===== src/hdl/eeprom_pkg.sv =====
package eeprom_pkg;

    localparam int ADDR_W = 11;   // 2 KB, upper 3 bits go in the control byte
    localparam int DATA_W = 8;

    // fixed device type of a 24Cxx part
    localparam logic [3:0] DEV_CODE = 4'b1010;

    // bit level commands from the sequencer to the bit engine
    typedef enum logic [1:0]
    {
        CMD_START = 2'd0,
        CMD_STOP  = 2'd1,
        CMD_WRITE = 2'd2,
        CMD_READ  = 2'd3
    } i2c_cmd_t;

    // one-hot byte sequencer states
    typedef enum logic [10:0]
    {
        S_IDLE   = 11'b000_0000_0001,
        S_START  = 11'b000_0000_0010,
        S_CTRL_W = 11'b000_0000_0100,
        S_ADDR   = 11'b000_0000_1000,
        S_DATA_W = 11'b000_0001_0000,
        S_RSTART = 11'b000_0010_0000,
        S_CTRL_R = 11'b000_0100_0000,
        S_DATA_R = 11'b000_1000_0000,
        S_MNACK  = 11'b001_0000_0000,
        S_STOP   = 11'b010_0000_0000,
        S_FINISH = 11'b100_0000_0000
    } seq_state_t;

endpackage


===== src/hdl/i2c_bit_if.sv =====
`timescale 1ns/1ps

interface i2c_bit_if
    import eeprom_pkg::*;
(
    input logic CLK
);

    i2c_cmd_t cmd;
    logic     cmd_valid;   // held with cmd and tx_bit until done
    logic     tx_bit;
    logic     rx_bit;      // valid while done is high
    logic     done;        // single cycle, end of the bit

    modport seq
    (
        input  CLK,
        output cmd,
        output cmd_valid,
        output tx_bit,
        input  rx_bit,
        input  done
    );

    modport engine
    (
        input  CLK,
        input  cmd,
        input  cmd_valid,
        input  tx_bit,
        output rx_bit,
        output done
    );

endinterface


===== src/hdl/i2c_bit_engine.sv =====
`timescale 1ns/1ps

module i2c_bit_engine
    import eeprom_pkg::*;
#(
    parameter int CLK_DIV = 4
)
(
    input  logic      CLK,
    input  logic      RESET,
    i2c_bit_if.engine bit_bus,
    output logic      scl,
    output logic      sda_oe,
    input  logic      sda_in
);

    localparam int QW = (CLK_DIV > 1) ? $clog2(CLK_DIV) : 1;
    localparam logic [QW-1:0] Q_LAST = QW'(CLK_DIV - 1);

    logic          busy;
    logic [QW-1:0] qcnt;      // cycles within a quarter
    logic [1:0]    phase;     // quarter of the SCL period
    i2c_cmd_t      cmd_q;
    logic          tx_q;
    logic          rx_q;
    logic          accept;
    logic          q_end;
    logic          sample;

    // line levels {scl, sda_oe} for one quarter of a command
    function automatic logic [1:0] line_state(input i2c_cmd_t cmd, input logic [1:0] ph,
                                              input logic tx, input logic scl_now);
        logic [1:0] res;
        res = {scl_now, 1'b0};
        case (cmd)
            CMD_START:
            begin
                case (ph)
                    2'd0:    res = {scl_now, 1'b0};   // release sda first
                    2'd1:    res = 2'b10;
                    2'd2:    res = 2'b11;             // sda falls, scl high
                    default: res = 2'b01;
                endcase
            end
            CMD_STOP:
            begin
                case (ph)
                    2'd0:       res = 2'b01;
                    2'd1, 2'd2: res = 2'b11;
                    default:    res = 2'b10;          // sda rises, scl high
                endcase
            end
            CMD_WRITE:
                res = {(ph == 2'd1) || (ph == 2'd2), ~tx};
            default:
                res = {(ph == 2'd1) || (ph == 2'd2), 1'b0};
        endcase
        return res;
    endfunction

    assign accept = !busy && bit_bus.cmd_valid;
    assign q_end  = busy && (qcnt == Q_LAST);
    assign sample = busy && (cmd_q == CMD_READ) && (phase == 2'd2) && (qcnt == '0);

    assign bit_bus.done   = q_end && (phase == 2'd3);
    assign bit_bus.rx_bit = rx_q;

    always_ff @(posedge CLK)
    begin
        if (RESET)
        begin
            busy   <= 1'b0;
            qcnt   <= '0;
            phase  <= 2'd0;
            scl    <= 1'b1;
            sda_oe <= 1'b0;
        end
        else if (accept)
        begin
            busy  <= 1'b1;
            qcnt  <= '0;
            phase <= 2'd0;
            {scl, sda_oe} <= line_state(bit_bus.cmd, 2'd0, bit_bus.tx_bit, scl);
        end
        else if (q_end)
        begin
            qcnt  <= '0;
            phase <= phase + 2'd1;
            if (phase == 2'd3)
                busy <= 1'b0;   // lines hold their last quarter
            else
                {scl, sda_oe} <= line_state(cmd_q, phase + 2'd1, tx_q, scl);
        end
        else if (busy)
        begin
            qcnt <= qcnt + 1'b1;
        end
    end

    always_ff @(posedge CLK)
    begin
        if (accept)
        begin
            cmd_q <= bit_bus.cmd;
            tx_q  <= bit_bus.tx_bit;
        end
        if (sample)
            rx_q <= sda_in;   // midpoint of scl high
    end

endmodule


===== src/hdl/eeprom_sequencer.sv =====
`timescale 1ns/1ps

module eeprom_sequencer
    import eeprom_pkg::*;
(
    input  logic              CLK,
    input  logic              RESET,
    input  logic              wb_cyc,
    input  logic              wb_stb,
    input  logic              wb_we,
    input  logic [ADDR_W-1:0] wb_adr,
    input  logic [DATA_W-1:0] wb_dat_w,
    output logic [DATA_W-1:0] wb_dat_r,
    output logic              wb_ack,
    output logic              wb_err,
    i2c_bit_if.seq            bit_bus
);

    seq_state_t        state;
    logic [3:0]        bit_cnt;   // 0..7 data, 8 is the slave ack
    logic              nack_q;
    logic              we_q;
    logic [ADDR_W-1:0] adr_q;
    logic [DATA_W-1:0] dat_q;
    logic [DATA_W-1:0] shreg;
    logic [DATA_W-1:0] rd_q;
    logic              ack_bit;
    logic              step;
    logic [DATA_W-1:0] ctrl_wr;
    logic [DATA_W-1:0] ctrl_rd;

    assign ack_bit = (bit_cnt == 4'd8);
    assign step    = bit_bus.cmd_valid && bit_bus.done;

    // device code, block bits, r/w
    assign ctrl_wr = {DEV_CODE, adr_q[ADDR_W-1 -: 3], 1'b0};
    assign ctrl_rd = {DEV_CODE, adr_q[ADDR_W-1 -: 3], 1'b1};

    assign wb_ack   = (state == S_FINISH) && !nack_q;
    assign wb_err   = (state == S_FINISH) && nack_q;
    assign wb_dat_r = rd_q;

    // command for the current state, msb first
    always_comb
    begin
        bit_bus.cmd_valid = 1'b1;
        bit_bus.tx_bit    = shreg[DATA_W-1];
        bit_bus.cmd       = CMD_STOP;
        case (state)
            S_START, S_RSTART:
                bit_bus.cmd = CMD_START;
            S_CTRL_W, S_ADDR, S_DATA_W, S_CTRL_R:
                bit_bus.cmd = ack_bit ? CMD_READ : CMD_WRITE;
            S_DATA_R:
                bit_bus.cmd = CMD_READ;
            S_MNACK:
            begin
                bit_bus.cmd    = CMD_WRITE;
                bit_bus.tx_bit = 1'b1;   // no ack ends the read
            end
            S_STOP:
                bit_bus.cmd = CMD_STOP;
            default:
                bit_bus.cmd_valid = 1'b0;
        endcase
    end

    always_ff @(posedge CLK)
    begin
        if (RESET)
        begin
            state   <= S_IDLE;
            bit_cnt <= 4'd0;
            nack_q  <= 1'b0;
        end
        else
        begin
            case (state)
                S_IDLE:
                begin
                    bit_cnt <= 4'd0;
                    if (wb_cyc && wb_stb)
                    begin
                        nack_q <= 1'b0;
                        state  <= S_START;
                    end
                end
                S_START:
                    if (step)
                        state <= S_CTRL_W;
                S_RSTART:
                    if (step)
                        state <= S_CTRL_R;
                S_CTRL_W, S_ADDR, S_DATA_W, S_CTRL_R:
                begin
                    if (step && ack_bit)
                    begin
                        bit_cnt <= 4'd0;
                        if (bit_bus.rx_bit)
                        begin
                            nack_q <= 1'b1;   // memory did not answer
                            state  <= S_STOP;
                        end
                        else if (state == S_CTRL_W)
                            state <= S_ADDR;
                        else if (state == S_ADDR)
                            state <= we_q ? S_DATA_W : S_RSTART;
                        else if (state == S_DATA_W)
                            state <= S_STOP;
                        else
                            state <= S_DATA_R;
                    end
                    else if (step)
                        bit_cnt <= bit_cnt + 4'd1;
                end
                S_DATA_R:
                begin
                    if (step && (bit_cnt == 4'd7))
                    begin
                        bit_cnt <= 4'd0;
                        state   <= S_MNACK;
                    end
                    else if (step)
                        bit_cnt <= bit_cnt + 4'd1;
                end
                S_MNACK:
                    if (step)
                        state <= S_STOP;
                S_STOP:
                    if (step)
                        state <= S_FINISH;
                S_FINISH:
                    state <= S_IDLE;   // ack or err is out this cycle
                default:
                    state <= S_IDLE;
            endcase
        end
    end

    // request latch and shift register
    always_ff @(posedge CLK)
    begin
        if ((state == S_IDLE) && wb_cyc && wb_stb)
        begin
            we_q  <= wb_we;
            adr_q <= wb_adr;
            dat_q <= wb_dat_w;
        end

        if (step)
        begin
            case (state)
                S_START:
                    shreg <= ctrl_wr;
                S_RSTART:
                    shreg <= ctrl_rd;
                S_CTRL_W:
                    shreg <= ack_bit ? adr_q[DATA_W-1:0] : {shreg[DATA_W-2:0], 1'b0};
                S_ADDR:
                    shreg <= ack_bit ? dat_q : {shreg[DATA_W-2:0], 1'b0};
                S_DATA_W, S_CTRL_R:
                    shreg <= {shreg[DATA_W-2:0], 1'b0};
                S_DATA_R:
                begin
                    shreg <= {shreg[DATA_W-2:0], bit_bus.rx_bit};
                    if (bit_cnt == 4'd7)
                        rd_q <= {shreg[DATA_W-2:0], bit_bus.rx_bit};
                end
                default:
                    shreg <= shreg;
            endcase
        end
    end

endmodule


===== src/hdl/eeprom_master_top.sv =====
`timescale 1ns/1ps

module eeprom_master_top
    import eeprom_pkg::*;
#(
    parameter int CLK_DIV = 4   // CLK cycles per scl quarter
)
(
    input  logic              CLK,
    input  logic              RESET,
    input  logic              wb_cyc,
    input  logic              wb_stb,
    input  logic              wb_we,
    input  logic [ADDR_W-1:0] wb_adr,
    input  logic [DATA_W-1:0] wb_dat_w,
    output logic [DATA_W-1:0] wb_dat_r,
    output logic              wb_ack,
    output logic              wb_err,
    output logic              scl,
    output logic              sda_oe,
    input  logic              sda_in
);

    i2c_bit_if bit_bus (.CLK(CLK));

    eeprom_sequencer i_eeprom_sequencer
    (
        .CLK      (CLK),
        .RESET    (RESET),
        .wb_cyc   (wb_cyc),
        .wb_stb   (wb_stb),
        .wb_we    (wb_we),
        .wb_adr   (wb_adr),
        .wb_dat_w (wb_dat_w),
        .wb_dat_r (wb_dat_r),
        .wb_ack   (wb_ack),
        .wb_err   (wb_err),
        .bit_bus  (bit_bus.seq)
    );

    i2c_bit_engine #(.CLK_DIV(CLK_DIV)) i_i2c_bit_engine
    (
        .CLK     (CLK),
        .RESET   (RESET),
        .bit_bus (bit_bus.engine),
        .scl     (scl),
        .sda_oe  (sda_oe),
        .sda_in  (sda_in)
    );

endmodule


===== config.mk =====
export PLATFORM = sky130hd
export DESIGN_NAME = eeprom_master_top
export DESIGN_NICKNAME = d
export VERILOG_FILES = /design/src/hdl/eeprom_pkg.sv /design/src/hdl/i2c_bit_if.sv /design/src/hdl/i2c_bit_engine.sv /design/src/hdl/eeprom_sequencer.sv /design/src/hdl/eeprom_master_top.sv
export SDC_FILE = /design/constraint.sdc
export NUM_CORES = 1
export LEC_CHECK = 0
export BUFFER_PORTS_ARGS = -buffer_cell sky130_fd_sc_hd__clkbuf_2
export CAP_MARGIN = 30
export CORE_UTILIZATION = 50
export CTS_CLUSTER_SIZE = 25
export DETAILED_ROUTE_END_ITERATION = 8
export PLACE_DENSITY = 0.72
export SYNTH_ARGS = -nofsm -noshare
export SYNTH_HDL_FRONTEND = slang
export SYNTH_HIERARCHICAL = 1
export SYNTH_SLANG_ARGS = --single-unit

===== constraint.sdc =====
create_clock -name CLK -period 2.8 [get_ports CLK]
set_clock_uncertainty 0.05 [all_clocks]
set_input_delay 0.42 -clock CLK [delete_from_list [all_inputs] [get_ports CLK]]
set_output_delay 0.42 -clock CLK [all_outputs]
set_load 0.005 [all_outputs]

# Word level (Yosys, flattened, before mapping)
# Index checks and enable logic that the tools add are counted.
dict set report op_classes {
  n_eq_ne 34
  n_mux 41
  reduce_logical 40
  add_sub_neg 3
  bitwise 2
}
# operator n
set op_table {}
lappend op_table {{$mux 11} 10}
lappend op_table {{$pmux 11 s7} 1}
lappend op_table {{$pmux 8 s6} 1}
lappend op_table {{$ne 2x1->1 const B} 9}
lappend op_table {{$pmux 2 s3} 3}
lappend op_table {{$mux 8} 2}
lappend op_table {{$mux 1} 15}
lappend op_table {{$eq 2x2->1 const B} 7}
lappend op_table {{$logic_and 1x1->1} 14}
lappend op_table {{$mux 4} 3}
lappend op_table {{$pmux 4 s3} 1}
lappend op_table {{$eq 11x1->1 const B} 1}
lappend op_table {{$eq 11x10->1 const B} 1}
lappend op_table {{$eq 11x11->1 const B} 1}
lappend op_table {{$eq 11x2->1 const B} 1}
lappend op_table {{$eq 11x3->1 const B} 1}
lappend op_table {{$eq 11x4->1 const B} 1}
lappend op_table {{$eq 11x5->1 const B} 1}
lappend op_table {{$eq 11x6->1 const B} 1}
lappend op_table {{$eq 11x7->1 const B} 1}
lappend op_table {{$eq 11x8->1 const B} 1}
lappend op_table {{$eq 11x9->1 const B} 1}
lappend op_table {{$mux 10} 1}
lappend op_table {{$reduce_or 9->1} 1}
lappend op_table {{25 further kinds} 41}
dict set report word_totals {
  inputBits 25
  register_bits 63
}

# Longest topological paths before layout
dict set report depth {
  depth_word 8
  ltp_mapped 11
  depth_no_buf 9
}

# Hierarchy
# Netlist, hierarchy kept.
# mod seq_area_each_um2 area_each_um2 cells_each instances
set modules_own_cells {}
lappend modules_own_cells {eeprom_sequencer 1401.3 2581.2 228 1}
lappend modules_own_cells {i2c_bit_engine 260.2 596.8 65 1}

# Worst setup path before layout
# Ideal clock, no wire load.
dict set report synth_timing {
  kind {register -> register}
  startpoint {reg i_eeprom_sequencer.state[3]}
  endpoint {reg i_i2c_bit_engine.scl}
  t_arrival_ps 2284
  stages_incl_launch_ff 10
  slack_ps 347
  synth_period_minus_slack_ps 2453
  path_buffers 1
  required_ps 2630
  path_cell_list {dfxtp_1 -> buf_6 -> or4_4 -> o31a_2 -> and2_1 -> inv_1 -> nand2b_1 -> inv_1 -> o211ai_1 -> a211o_1}
}
dict set report synth_between {
  elab_chain_len 6
  word_cells_on_any_way 22
}
# element line
set synth_lines {}
lappend synth_lines {{from (decl)} eeprom_sequencer.sv:19} ;# seq_state_t state;
lappend synth_lines {{from (signal assigned)} eeprom_sequencer.sv:107} ;# state <= we_q ? S_DATA_W : S_RSTART;
lappend synth_lines {{$eq 11x9->1, or another cell as far along} eeprom_sequencer.sv:49} ;# case (state)
lappend synth_lines {{$reduce_or 9->1 (no line) *} -}
lappend synth_lines {{$mux 1 *} eeprom_sequencer.sv:49}
lappend synth_lines {{via bit_bus.cmd_valid} i2c_bit_if.sv:10} ;# logic cmd_valid;
lappend synth_lines {{$logic_and 1x1->1 *} i2c_bit_engine.sv:61} ;# assign accept = !busy && bit_bus.cmd_valid;
lappend synth_lines {{via i_i2c_bit_engine.accept} i2c_bit_engine.sv:26} ;# logic accept;
lappend synth_lines {{$ne 3x2->1 (no line), or another cell as far along} -}
lappend synth_lines {{$reduce_and 4->1 (no line)} -}
lappend synth_lines {{to (signal assigned)} i2c_bit_engine.sv:83} ;# {scl, sda_oe} <= line_state(bit_bus.cmd, 2'd0, bit_bus.tx_bit, scl);
lappend synth_lines {{to (signal assigned)} i2c_bit_engine.sv:92} ;# {scl, sda_oe} <= line_state(cmd_q, phase + 2'd1, tx_q, scl);
lappend synth_lines {{to (decl)} i2c_bit_engine.sv:12} ;# output logic scl,
# The timed path passes the listed nets; every way through them passes the cells marked *.
# A chain may end at the register's enable or synchronous reset.

# Final worst setup path
dict set report layout_timing {
  startpoint {reg i_eeprom_sequencer.state[5]}
  endpoint {reg i_i2c_bit_engine.scl}
}
# The elaborated chain is that of the path after synthesis.

==> flow_summary.toml <==
[cts]
cts_hold_buf = 0
clockBufferDepth = 2
post-cts-setup-buffers = 0
root_buffer = "clkbuf_8"
cts.sinks = 63
tritoncts = "built"
clk_latency_ns = 0.35
ctsResizeCount = 0
htree_levels = 3
cts_buffers = 9
clk_pin_slew_ns = 0.07

[yosys]
synth_flop_cell = "edfxtp_1"
synth_largest_area_cell = "edfxtp_1"
syn_nets = 325
seq_area_frac_synth = 0.523
netlist_instances = 293
ys_async_sr_fraction = 0
yosysTopAreaCellShare = 0.378
synth.distinct_cells = 61
ys_warn_count = 6
synth-seq-cells = 63
synth-edff-count = 40
syn_area_mm2 = 0.00318
synth_top_cells_by_area = "edfxtp_1 38%, dfxtp_1 14%, o21ai_0 4.1%"
avgSynthCellArea_um2 = 10.8

[setup_path]
critPathArrivalTime_ns = 2.80
crit_type = "flop to flop"
worstReg2RegEnd = "i_i2c_bit_engine/scl"
crit_path_max_fanout = 10
reg2reg_setup_slack_ns = 0.19
start_kind = "flop"
timing.rr.start = "i_eeprom_sequencer/state[5]"
cp-end-kind = "flop"
r2r_cells = 8
cp.required_ns = 2.99

[drt]
wl_per_cell_um = 16.5
wl_met1_mm = 3.09
vias_per_cell = 5.94
route.met3.wl_um = 384
vias = 2499
dr.pass1.iters = 5
drt_iter0_drc = 182
route.detailed.drc = 0
wl_met2_mm = 3.35
highest-signal-layer = "met4"
routed_wl_mm = 6.96
ant_nets = 0

[timing]
hold_violations = 0
period_minus_slack_ns = 2.61
fmax_mhz = 383
final.setup.tns_ns = 0
tightest_slew_ns = 0.871
slew_headroom = 0.414
finalSetupViolCount = 0
period_share = 0.933
hold_ws_ns = 0.195
slew_violations = 0
rsz0062_at_grt = "false"

[place]
place_hpwl_mm = 4.95
gp_congestion = 0.935
numPortBuffers = 36
dpl-instance-area_mm2 = 0.00344

[layout]
mostFrequentLayoutCells = "40 x edfxtp_1, 36 x clkbuf_2, 26 x o21ai_0"
n_antenna_cell = 0
drive_gt1_frac = 0.234
fin_area_mm2 = 0.00366
final_nets = 373
final_common_cell = "edfxtp_1"
final_util = 0.607
layout-area-overhead-vs-synth_pct = 15.0

[power_and_ir_drop]
ir_worst_vdd_mv = 0.287
p_leak_nw = 1.35
power_density_mw_per_mm2 = 540

[floorplanning]
initial_utilization = 0.527
dieArea_mm2 = 0.00668
coreArea_mm2 = 0.00603
io_pins = 37
rows = 28
dieWidth_um = 81.7
dieHeight_um = 81.7

[worst_hold_path]
min_to = "i_eeprom_sequencer/dat_q[2]"
hp-start = "wb_dat_w[2]"
min_path_cells = 1
hp-class = "input pin to flop"

[grt]
grt_remaining_overflow = 0
grt_pass1_wl_mm = 11.1
grt_max_degree = 23
antenna_found_initial = 0
grt_pass1_vias = 2398
grt_usage = 0.230

[outcome]
status = "completed"

[job]
cap_violations = 0
synth_stat cells (2+ instances only):
cell type,instances
o21ai_2,2
nand4b_1,4
nand2b_1,3
a21o_1,4
o2111ai_1,2
nor4_1,2
buf_6,3
nor3b_1,4
a22oi_1,11
o21ai_0,26
nand4_1,5
buf_2,3
nor3_1,8
dfxtp_1,23
edfxtp_1,40
nor2b_1,4
clkbuf_8,3
a31oi_1,2
a211o_1,2
nor2_1,24
nand2_1,17
and2_1,2
or3_1,3
ha_1,7
o211ai_1,5
xor2_1,7
inv_1,10
and3_1,3
nand3_1,12
nor3b_2,3
a21oi_1,19
critical path, cell delays in order, from the launching register on:
cell	delay (ns)
dfxtp_1	0.42
or4_4	0.49
o31a_2	0.40
and2_1	0.21
inv_1	0.16
nand2b_1	0.16
inv_1	0.18
o211ai_1	0.12
a211o_1	0.30
cell type report:
| class | count | area (um2) |
|---|---|---|
| flip-flops and latches | 63 | 1660 |
| repair buffers | 48 | 270 |
| clock buffers | 9 | 124 |
| multi-input cells | 209 | 1380 |
| well taps | 75 | 93.8 |
| fillers | 502 | 2370 |
| inverters | 10 | 37.5 |
| clock inverters | 7 | 87.6 |
power by group:
group | switching [mW] | internal [mW]
combinational | 0.0682 | 0.0416
clock | 0.351 | 0.494
sequential | 0.0124 | 1.01
sequential cells by signal, indices dropped and copies added, names as in the netlist:
register	count
i_eeprom_sequencer/state	11
i_i2c_bit_engine/scl	1
i_eeprom_sequencer/adr_q	11
i_i2c_bit_engine/sda_oe	1
i_i2c_bit_engine/busy	1
i_eeprom_sequencer/we_q	1
i_i2c_bit_engine/phase	2
i_eeprom_sequencer/wb_dat_r	8
i_i2c_bit_engine/qcnt	2
i_eeprom_sequencer/dat_q	8
i_i2c_bit_engine/bit_bus.rx_bit	1
i_eeprom_sequencer/bit_cnt	4
i_i2c_bit_engine/cmd_q	2
i_eeprom_sequencer/shreg	8
i_i2c_bit_engine/tx_q	1
i_eeprom_sequencer/nack_q	1
stage by stage:
step	std cells	power, mW	setup slack, ns
CTS	421	1.99	0.224
floorplan	293	1.10	0.347
global route	421	2.04	0.0277
detailed placement	405	1.15	0.242
global placement	405	1.14	0.280
finish	421	1.98	0.188
logic make-up after synthesis:
kind of cell,Yosys count,share of synthesized area
and+or+nand+nor,105,0.193
AOI/OAI and AO/OA,87,0.183
adders and majority gates,7,0.0276
DFF,63,0.523
xor gates and xnor gates,8,0.0220
muxes,2,0.00669
buffers and inverters,21,0.0445
worst max path at each step:
| stage | to | cells after the start | start |
|---|---|---|---|
| finish | i_i2c_bit_engine/scl | 8 | i_eeprom_sequencer/state[5] |
| floorplan | i_i2c_bit_engine/scl | 9 | i_eeprom_sequencer/state[3] |
| detailed placement | i_i2c_bit_engine/scl | 8 | i_eeprom_sequencer/state[2] |
| global placement | i_i2c_bit_engine/sda_oe | 10 | i_eeprom_sequencer/state[5] |
| CTS | i_i2c_bit_engine/scl | 8 | i_eeprom_sequencer/state[2] |
| global route | i_i2c_bit_engine/scl | 9 | i_eeprom_sequencer/state[7] |
routing by layer:
| layer | up-vias | GRT usage |
|---|---|---|
| met2 | 70 | 0.367 |
| met1 | 1202 | 0.284 |
| met5 | - | 0 |
| li1 | 1215 | - |
| met4 | 0 | 0.0930 |
| met3 | 12 | 0.0800 |
Power figures use the tool's default switching activity.
